[config.mk]
export PLATFORM = sky130hd
export DESIGN_NAME = autotest_ctrl
export DESIGN_NICKNAME = d
export VERILOG_FILES = /design/src/common/autotest_pkg.sv /design/src/rtl/sd_block_reader.sv /design/src/rtl/vector_store.sv /design/src/rtl/result_writer.sv /design/src/rtl/test_sequencer.sv /design/src/rtl/autotest_ctrl.sv
export SDC_FILE = /design/constraint.sdc
export NUM_CORES = 1
export LEC_CHECK = 0
export ABC_AREA = 1
export BUFFER_PORTS_ARGS = -buffer_cell sky130_fd_sc_hd__clkbuf_2
export CORE_MARGIN = 1.5
export CORE_UTILIZATION = 45
export CTS_BUF_LIST = sky130_fd_sc_hd__clkbuf_4 sky130_fd_sc_hd__clkbuf_8
export CTS_CLUSTER_SIZE = 14
export DETAILED_ROUTE_END_ITERATION = 7
export PLACE_DENSITY = 0.68
export SLEW_MARGIN = 20
export SYNTH_ARGS = -nofsm -noshare
export SYNTH_HDL_FRONTEND = slang
export SYNTH_HIERARCHICAL = 1
export SYNTH_SLANG_ARGS = --single-unit
export TNS_END_PERCENT = 1
[constraint.sdc]
create_clock -name clk -period 5.5 [get_ports clk]
set_clock_uncertainty 0.05 [all_clocks]
set_input_delay 0.275 -clock clk [delete_from_list [all_inputs] [get_ports clk]]
set_output_delay 0.275 -clock clk [all_outputs]
set_load 0.005 [all_outputs]
[src/common/autotest_pkg.sv]
//##########################################################################
// shared types, record layout and sequencer states for the SD self-test
// controller. every RTL file pulls this in by wildcard import
//##########################################################################

package autotest_pkg;

    typedef logic [7:0]   byte_t;
    typedef logic [31:0]  sd_addr_t;
    typedef logic [127:0] vec_t;
    typedef logic [31:0]  cycles_t;
    typedef logic [9:0]   byte_off_t;

    // header as read from the first bytes of a block
    typedef struct packed {
        logic [31:0] signature;
        byte_t       iterations;
        vec_t        block;
        vec_t        key;
        logic        encdec;
    } hdr_t;

    typedef struct packed {
        vec_t    block_o;
        cycles_t cycles;
    } result_t;

    localparam int          BLOCK_BYTES  = 512;
    localparam logic [31:0] SIGNATURE_OK = 32'hAABBCCDD;

    // record byte offsets
    localparam byte_off_t OFF_ITER   = 10'd4;
    localparam byte_off_t OFF_BLOCK  = 10'd5;
    localparam byte_off_t OFF_KEY    = 10'd21;
    localparam byte_off_t OFF_ENCDEC = 10'd37;
    localparam byte_off_t OFF_RESULT = 10'd38;
    localparam byte_off_t OFF_CYCLES = 10'd54;
    localparam byte_off_t OFF_END    = 10'd58;

    typedef enum logic [3:0] {
        S_CLEAR, S_READ, S_WAIT_RD, S_CHECK, S_RUN,
        S_WRITE, S_WAIT_WR, S_ADVANCE, S_HALT
    } seq_state_t;

endpackage

[src/rtl/sd_block_reader.sv]
//##########################################################################
// reads one SD block through the busy-based SPI host handshake and hands
// each byte on with its offset, as a single-cycle strobe
//##########################################################################
`timescale 1ns/1ns

module sd_block_reader
    import autotest_pkg::*;
(
    input  logic      clk,
    input  logic      rst,
    input  logic      start_i,
    input  logic      spi_busy_i,
    input  byte_t     spi_data_i,
    output logic      spi_r_block_o,
    output logic      spi_r_byte_o,
    output logic      byte_stb_o,
    output byte_t     byte_o,
    output byte_off_t byte_off_o,
    output logic      done_o
);

    typedef enum logic [2:0] {
        R_IDLE, R_OPEN, R_OPEN_WAIT, R_REQ, R_WAIT
    } rd_state_t;

    rd_state_t state;
    byte_off_t cnt;
    logic      last_byte;

    assign last_byte = (cnt == byte_off_t'(BLOCK_BYTES - 1));

    always_ff @(posedge clk) begin
        if (rst) begin
            state <= R_IDLE;
            cnt   <= '0;
        end else begin
            case (state)
                R_IDLE: begin
                    if (start_i) begin
                        cnt   <= '0;
                        state <= R_OPEN;
                    end
                end
                R_OPEN: if (spi_busy_i) state <= R_OPEN_WAIT;
                R_OPEN_WAIT: if (!spi_busy_i) state <= R_REQ;
                R_REQ: if (spi_busy_i) state <= R_WAIT;
                R_WAIT: begin
                    if (!spi_busy_i) begin
                        if (last_byte) begin
                            state <= R_IDLE;
                        end else begin
                            cnt   <= cnt + 10'd1;
                            state <= R_REQ;
                        end
                    end
                end
                default: state <= R_IDLE;
            endcase
        end
    end

    assign spi_r_block_o = (state != R_IDLE);
    assign spi_r_byte_o  = (state == R_REQ);

    // data is valid on the first cycle busy is seen low
    assign byte_stb_o = (state == R_WAIT) && !spi_busy_i;
    assign byte_o     = spi_data_i;
    assign byte_off_o = cnt;
    assign done_o     = byte_stb_o && last_byte;

endmodule

[src/rtl/vector_store.sv]
//##########################################################################
// holds the header fields picked out of the incoming block by offset, and
// the UUT result with its cycle count until the record is written back
//##########################################################################
`timescale 1ns/1ns

module vector_store
    import autotest_pkg::*;
(
    input  logic      clk,
    input  logic      rst,
    input  logic      clear_i,
    input  logic      byte_stb_i,
    input  byte_t     byte_i,
    input  byte_off_t byte_off_i,
    input  logic      res_stb_i,
    input  result_t   res_i,
    output hdr_t      hdr_o,
    output result_t   res_o
);

    logic [1:0] sig_idx;
    byte_off_t  blk_rel;
    byte_off_t  key_rel;

    // signature arrives most significant byte first
    assign sig_idx = 2'd3 - byte_off_i[1:0];
    assign blk_rel = byte_off_i - OFF_BLOCK;
    assign key_rel = byte_off_i - OFF_KEY;

    always_ff @(posedge clk) begin
        if (rst || clear_i) begin
            hdr_o <= '0;
        end else if (byte_stb_i && (byte_off_i < OFF_END)) begin
            if (byte_off_i < OFF_ITER) begin
                hdr_o.signature[8*sig_idx +: 8] <= byte_i;
            end else if (byte_off_i == OFF_ITER) begin
                hdr_o.iterations <= byte_i;
            end else if (byte_off_i < OFF_KEY) begin
                hdr_o.block[8*blk_rel[3:0] +: 8] <= byte_i;
            end else if (byte_off_i < OFF_ENCDEC) begin
                hdr_o.key[8*key_rel[3:0] +: 8] <= byte_i;
            end else if (byte_off_i == OFF_ENCDEC) begin
                hdr_o.encdec <= byte_i[0];
            end
            // old result bytes in the block are not kept
        end
    end

    always_ff @(posedge clk) begin
        if (rst || clear_i) begin
            res_o <= '0;
        end else if (res_stb_i) begin
            res_o <= res_i;
        end
    end

endmodule

[src/rtl/result_writer.sv]
//##########################################################################
// writes the result record back to the SD block one byte per handshake.
// header echo, UUT output and cycle count, then zero fill to block end
//##########################################################################
`timescale 1ns/1ns

module result_writer
    import autotest_pkg::*;
(
    input  logic    clk,
    input  logic    rst,
    input  logic    start_i,
    input  hdr_t    hdr_i,
    input  result_t res_i,
    input  logic    spi_busy_i,
    output logic    spi_w_block_o,
    output logic    spi_w_byte_o,
    output byte_t   spi_data_o,
    output logic    done_o
);

    typedef enum logic [2:0] {
        W_IDLE, W_OPEN, W_OPEN_WAIT, W_REQ, W_WAIT
    } wr_state_t;

    wr_state_t state;
    byte_off_t cnt;
    logic      last_byte;

    assign last_byte = (cnt == byte_off_t'(BLOCK_BYTES - 1));

    always_ff @(posedge clk) begin
        if (rst) begin
            state <= W_IDLE;
            cnt   <= '0;
        end else begin
            case (state)
                W_IDLE: begin
                    if (start_i) begin
                        cnt   <= '0;
                        state <= W_OPEN;
                    end
                end
                // host pulses busy once for block setup
                W_OPEN: if (spi_busy_i) state <= W_OPEN_WAIT;
                W_OPEN_WAIT: if (!spi_busy_i) state <= W_REQ;
                W_REQ: if (spi_busy_i) state <= W_WAIT;
                W_WAIT: begin
                    if (!spi_busy_i) begin
                        if (last_byte) begin
                            state <= W_IDLE;
                        end else begin
                            cnt   <= cnt + 10'd1;
                            state <= W_REQ;
                        end
                    end
                end
                default: state <= W_IDLE;
            endcase
        end
    end

    // record byte for the current offset, steady while cnt holds
    always_comb begin
        logic [1:0] sig_idx;
        byte_off_t  rel;
        sig_idx    = 2'd3 - cnt[1:0];
        rel        = '0;
        spi_data_o = 8'h00;
        if (cnt < OFF_ITER) begin
            spi_data_o = hdr_i.signature[8*sig_idx +: 8];
        end else if (cnt == OFF_ITER) begin
            spi_data_o = hdr_i.iterations;
        end else if (cnt < OFF_KEY) begin
            rel        = cnt - OFF_BLOCK;
            spi_data_o = hdr_i.block[8*rel[3:0] +: 8];
        end else if (cnt < OFF_ENCDEC) begin
            rel        = cnt - OFF_KEY;
            spi_data_o = hdr_i.key[8*rel[3:0] +: 8];
        end else if (cnt == OFF_ENCDEC) begin
            spi_data_o = {7'd0, hdr_i.encdec};
        end else if (cnt < OFF_CYCLES) begin
            rel        = cnt - OFF_RESULT;
            spi_data_o = res_i.block_o[8*rel[3:0] +: 8];
        end else if (cnt < OFF_END) begin
            rel        = cnt - OFF_CYCLES;
            spi_data_o = res_i.cycles[8*rel[1:0] +: 8];
        end
    end

    assign spi_w_block_o = (state != W_IDLE);
    assign spi_w_byte_o  = (state == W_REQ);
    assign done_o        = (state == W_WAIT) && !spi_busy_i && last_byte;

endmodule

[src/rtl/test_sequencer.sv]
//##########################################################################
// orders the phases of one test: clear, read, check, run, write, advance.
// owns UUT reset, the run-time cycle counter and the SD block address
//##########################################################################
`timescale 1ns/1ns

module test_sequencer
    import autotest_pkg::*;
#(
    parameter sd_addr_t START_BLOCK = 32'h0010_0000
) (
    input  logic        clk,
    input  logic        rst,
    input  logic        rd_done_i,
    input  logic        wr_done_i,
    input  logic [31:0] signature_i,
    input  logic        uut_done_i,
    input  vec_t        uut_block_i,
    output logic        rd_start_o,
    output logic        wr_start_o,
    output logic        clear_o,
    output logic        uut_rst_o,
    output logic        res_stb_o,
    output result_t     res_o,
    output sd_addr_t    block_addr_o
);

    seq_state_t state;
    cycles_t    cycle_cnt;

    always_ff @(posedge clk) begin
        if (rst) begin
            state        <= S_CLEAR;
            cycle_cnt    <= '0;
            block_addr_o <= START_BLOCK;
        end else begin
            case (state)
                S_CLEAR: state <= S_READ;
                S_READ: state <= S_WAIT_RD;
                S_WAIT_RD: if (rd_done_i) state <= S_CHECK;
                S_CHECK: begin
                    cycle_cnt <= '0;
                    if (signature_i == SIGNATURE_OK) begin
                        state <= S_RUN;
                    end else begin
                        state <= S_HALT;
                    end
                end
                S_RUN: begin
                    cycle_cnt <= cycle_cnt + 32'd1;
                    if (uut_done_i) state <= S_WRITE;
                end
                S_WRITE: state <= S_WAIT_WR;
                S_WAIT_WR: if (wr_done_i) state <= S_ADVANCE;
                S_ADVANCE: begin
                    block_addr_o <= block_addr_o + 32'd1;
                    state        <= S_CLEAR;
                end
                // bad signature, wait here for rst
                S_HALT: state <= S_HALT;
                default: state <= S_CLEAR;
            endcase
        end
    end

    assign clear_o    = (state == S_CLEAR);
    assign rd_start_o = (state == S_READ);
    assign wr_start_o = (state == S_WRITE);

    // UUT runs only in S_RUN
    assign uut_rst_o = (state != S_RUN);

    // done cycle counts too, result latched on that same edge
    assign res_stb_o = (state == S_RUN) && uut_done_i;
    assign res_o     = '{block_o: uut_block_i, cycles: cycle_cnt + 32'd1};

endmodule

[src/rtl/autotest_ctrl.sv]
//##########################################################################
// top level of the SD self-test controller. ties reader, store, writer
// and sequencer to the SPI host and to the UUT ports
//##########################################################################
`timescale 1ns/1ns

module autotest_ctrl
    import autotest_pkg::*;
#(
    parameter sd_addr_t START_BLOCK = 32'h0010_0000
) (
    input  logic     clk,
    input  logic     rst,
    input  logic     spi_busy_i,
    input  byte_t    spi_data_i,
    output sd_addr_t spi_block_addr_o,
    output logic     spi_r_block_o,
    output logic     spi_r_byte_o,
    output logic     spi_w_block_o,
    output logic     spi_w_byte_o,
    output byte_t    spi_data_o,
    output logic     uut_rst_o,
    output vec_t     uut_block_o,
    output vec_t     uut_key_o,
    output logic     uut_encdec_o,
    input  vec_t     uut_block_i,
    input  logic     uut_done_i
);

    logic      rd_start, rd_done, wr_start, wr_done, clear;
    logic      byte_stb, res_stb;
    byte_t     rd_byte;
    byte_off_t byte_off;
    hdr_t      hdr;
    result_t   res_new, res;

    assign uut_block_o  = hdr.block;
    assign uut_key_o    = hdr.key;
    assign uut_encdec_o = hdr.encdec;

    sd_block_reader reader_i (
        .clk, .rst,
        .start_i       (rd_start),
        .spi_busy_i,
        .spi_data_i,
        .spi_r_block_o,
        .spi_r_byte_o,
        .byte_stb_o    (byte_stb),
        .byte_o        (rd_byte),
        .byte_off_o    (byte_off),
        .done_o        (rd_done)
    );

    vector_store store_i (
        .clk, .rst,
        .clear_i    (clear),
        .byte_stb_i (byte_stb),
        .byte_i     (rd_byte),
        .byte_off_i (byte_off),
        .res_stb_i  (res_stb),
        .res_i      (res_new),
        .hdr_o      (hdr),
        .res_o      (res)
    );

    result_writer writer_i (
        .clk, .rst,
        .start_i       (wr_start),
        .hdr_i         (hdr),
        .res_i         (res),
        .spi_busy_i,
        .spi_w_block_o,
        .spi_w_byte_o,
        .spi_data_o,
        .done_o        (wr_done)
    );

    test_sequencer #(.START_BLOCK(START_BLOCK)) seq_i (
        .clk, .rst,
        .rd_done_i    (rd_done),
        .wr_done_i    (wr_done),
        .signature_i  (hdr.signature),
        .uut_done_i,
        .uut_block_i,
        .rd_start_o   (rd_start),
        .wr_start_o   (wr_start),
        .clear_o      (clear),
        .uut_rst_o,
        .res_stb_o    (res_stb),
        .res_o        (res_new),
        .block_addr_o (spi_block_addr_o)
    );

endmodule

==> out/results.tsv <==
metric	value	unit
endpoint_kind	primary output	
nNetsFinal	5191	
cp_common_cell	nand2_1	
first_pass_iters	6	
max_slew.worst_pin.slew	1152	ps
yosys_register_bits	551	
synth_area_per_cell	6.358	sq um
synth_compound_area_share	11.05	%
synth_top_family_by_area	simple AND/OR/NAND/NOR gates	
fmax	201.4	MHz
synth_nets	4868	
dp.cells	5662	
grt_pass1_wl	172300	um
total_power	9.871	mW
syn_area	0.02995	sq mm
portBuffers	441	
ir_worst_vdd	0.0002701	V
grt_pass1_vias	28550	
synth_edf_count	0	
clock-sinks	551	
synthSimpleGateAreaFrac	38.66	%
holdCritPathClass	primary input to flop	
powerDensity	284.8	mW/mm^2
muxShareOfSynthArea	0	%
cts-root-buf	clkbuf_8	
ff2ff_path_depth	12	
hold_violations	0	
groute.usage.overall	32.89	%
synthAdderAreaFrac	0.7101	%
clk_pin_slew	60	ps
antenna_found_initial	4	
num_io_pins	442	
arrival	4640	ps
setup_viol_count_final	0	
crit_required	5180	ps
routed_wl	117900	um
wl_per_cell	19.75	um
yosysUniqueCellTypes	50	
syn-instance-count	4711	
fillers	6731	
start_kind	flop	
cts_buffer_depth	3	
detail_route.vias_per_cell	5.453	
leakagePower	14.96	nW
critPathMaxStageDelay	780	ps
drc_errors	0	
area_delta_synth_final	15.72	%
path_buf_inv	3	
cp.depth	12	
cp_max_fo	54	
holdPathStages	5	
core	0.06586	sq mm
synth_xor_area_share	0.6851	%
slew_violations	0	
gp_congestion	1.027	
die_h	261.0	um
dp_hpwl	83460	um
h-tree-depth	3	
dieArea	0.06812	sq mm
fin_tns_setup	0	ps
rsz0062_at_grt	no	
fin_crit	4965	ps
fin_crit_sh	90.28	%
netlist.area_leader.share	36.83	%
placementRows	94	
cts_tree	done	
worstSkewPairLatency	710	ps
slowest_stage	inv_2	
drv_cap	0	
post_cts_buffers	0	
die-width	261.0	um
whs	137.2	ps
synthArstFlopShare	0	%
synthFlopType	dfxtp_1	
antenna_left	0	
ys_seq_area_share	36.83	%
synth_top_cell_by_area	dfxtp_1	
grt-ovfl-total	0	
max-slew-margin-rel	23.20	%
start_util	45.48	%
worst_path_dominant_cell_family	buffers and inverters	
yosys_warnings	6	
crit_chain	inv_6 -> ha_2 -> inv_2 -> o21ai_0 -> o221ai_1 -> nand3_1 -> nand3_1 -> nand2_1 -> nand2_1 -> nand2_1 -> nand2_1 -> clkbuf_2	
numCtsBuffers	96	
grt_max_degree	128	
final_common_cell	nand2_1	
synth.area.top_cells	dfxtp_1 37%, nand2_1 17%, nor2_1 11%, a21oi_1 5.0%, nand3_1 5.0%	
status	finished clean	
drive_gt1_share	15.33	%
drtIter0Drc	4210	
final_cells	5972	
final_cell_mix	1,362 x nand2_1, 878 x nor2_1, 549 x dfxtp_1	
via_count	32560	
path_class	flop to primary output	
## flip-flops by register name (all words and copies together) (netlist names)
| signal | cells |
|---|---|
| seq_i/state | 4 |
| store_i/res_o | 160 |
| reader_i/state | 3 |
| seq_i/cycle_cnt | 32 |
| writer_i/state | 3 |
| writer_i/cnt | 10 |
| seq_i/block_addr_o | 32 |
| store_i/hdr_o | 297 |
| reader_i/byte_off_o | 10 |
## worst paths after layout
check | slack, ps | startpoint | to
setup / recovery | 530 | writer_i/cnt[0] | spi_data_o[7]
hold / removal | 140 | rst | store_i/hdr_o[26]
setup reg to reg | 1560 | reader_i/byte_off_o[0] | store_i/hdr_o[230]
hold reg to reg | 410 | store_i/res_o[140] | store_i/res_o[140]
## Yosys cell counts (all sizes together) (6+ instances only)
cell type,number
dfxtp,551
nor2,929
xor2,14
o21ai,244
nor3,60
a21oi,306
clkbuf,126
o22ai,11
inv,359
buf,255
nand3,308
o211ai,20
o221ai,24
nand4,56
ha,17
nand2,1393
xnor2,6
## final cells by class
class	count	area, sq um	share of cell area (%)
flip-flops and latches	551	11040	31.84
clock buffers	152	1867	5.386
repair buffers	606	3816	11.01
well taps	864	1081	3.119
clock inverters	18	165.2	0.4765
multi-input cells	3420	15330	44.22
inverters	359	1365	3.938
diodes	2	5.005	0.01444
## cells by family after synthesis
kind of cell	Yosys count
DFF	551
xor gates and xnor gates	20
adders and majority gates	17
and+or+nand+nor	2765
AOI/OAI and AO/OA	618
buffers and inverters	740
## what timing repair did
| action | CTS | global route |
|---|---|---|
| hold endpoints to repair | 143 | 0 |
| gates resized for setup | 0 | 0 |
| hold buffers | 138 | 0 |
| setup endpoints to repair | 0 | 0 |
## power breakdown
group          leakage, nW  internal [mW]  total (mW)  switching [mW]
clock network         1.08           2.24        4.05            1.80
logic                 9.45          0.397        1.77            1.37
registers             4.44           4.02        4.06          0.0391
total                 15.0           6.66        9.87            3.21
## tightest hold or removal path: cells and delay by family
family        cells  cell delay [ps]
buf+inv           2              310
simple gates      3              220
## per-stage QoR
step                utilization (%)  worst slack, ps  area [sq um]
floorplan                         -             2377         29950
global placement              47.44             1526         31240
detailed placement            47.44             1521         31240
CTS                           52.62            734.5         34660
global route                  52.62            437.4         34660
finish                        52.63            534.7         34660
## per-layer routing
layer	track usage, %	wire length (um)	up-vias
met5	0	34	-
met4	13.33	4775	6
met3	8.469	13190	315
met2	47.69	49710	1814
met1	46.28	50220	15000
li1	-	-	15430
No activity file was read; power rests on OpenSTA's default activity.
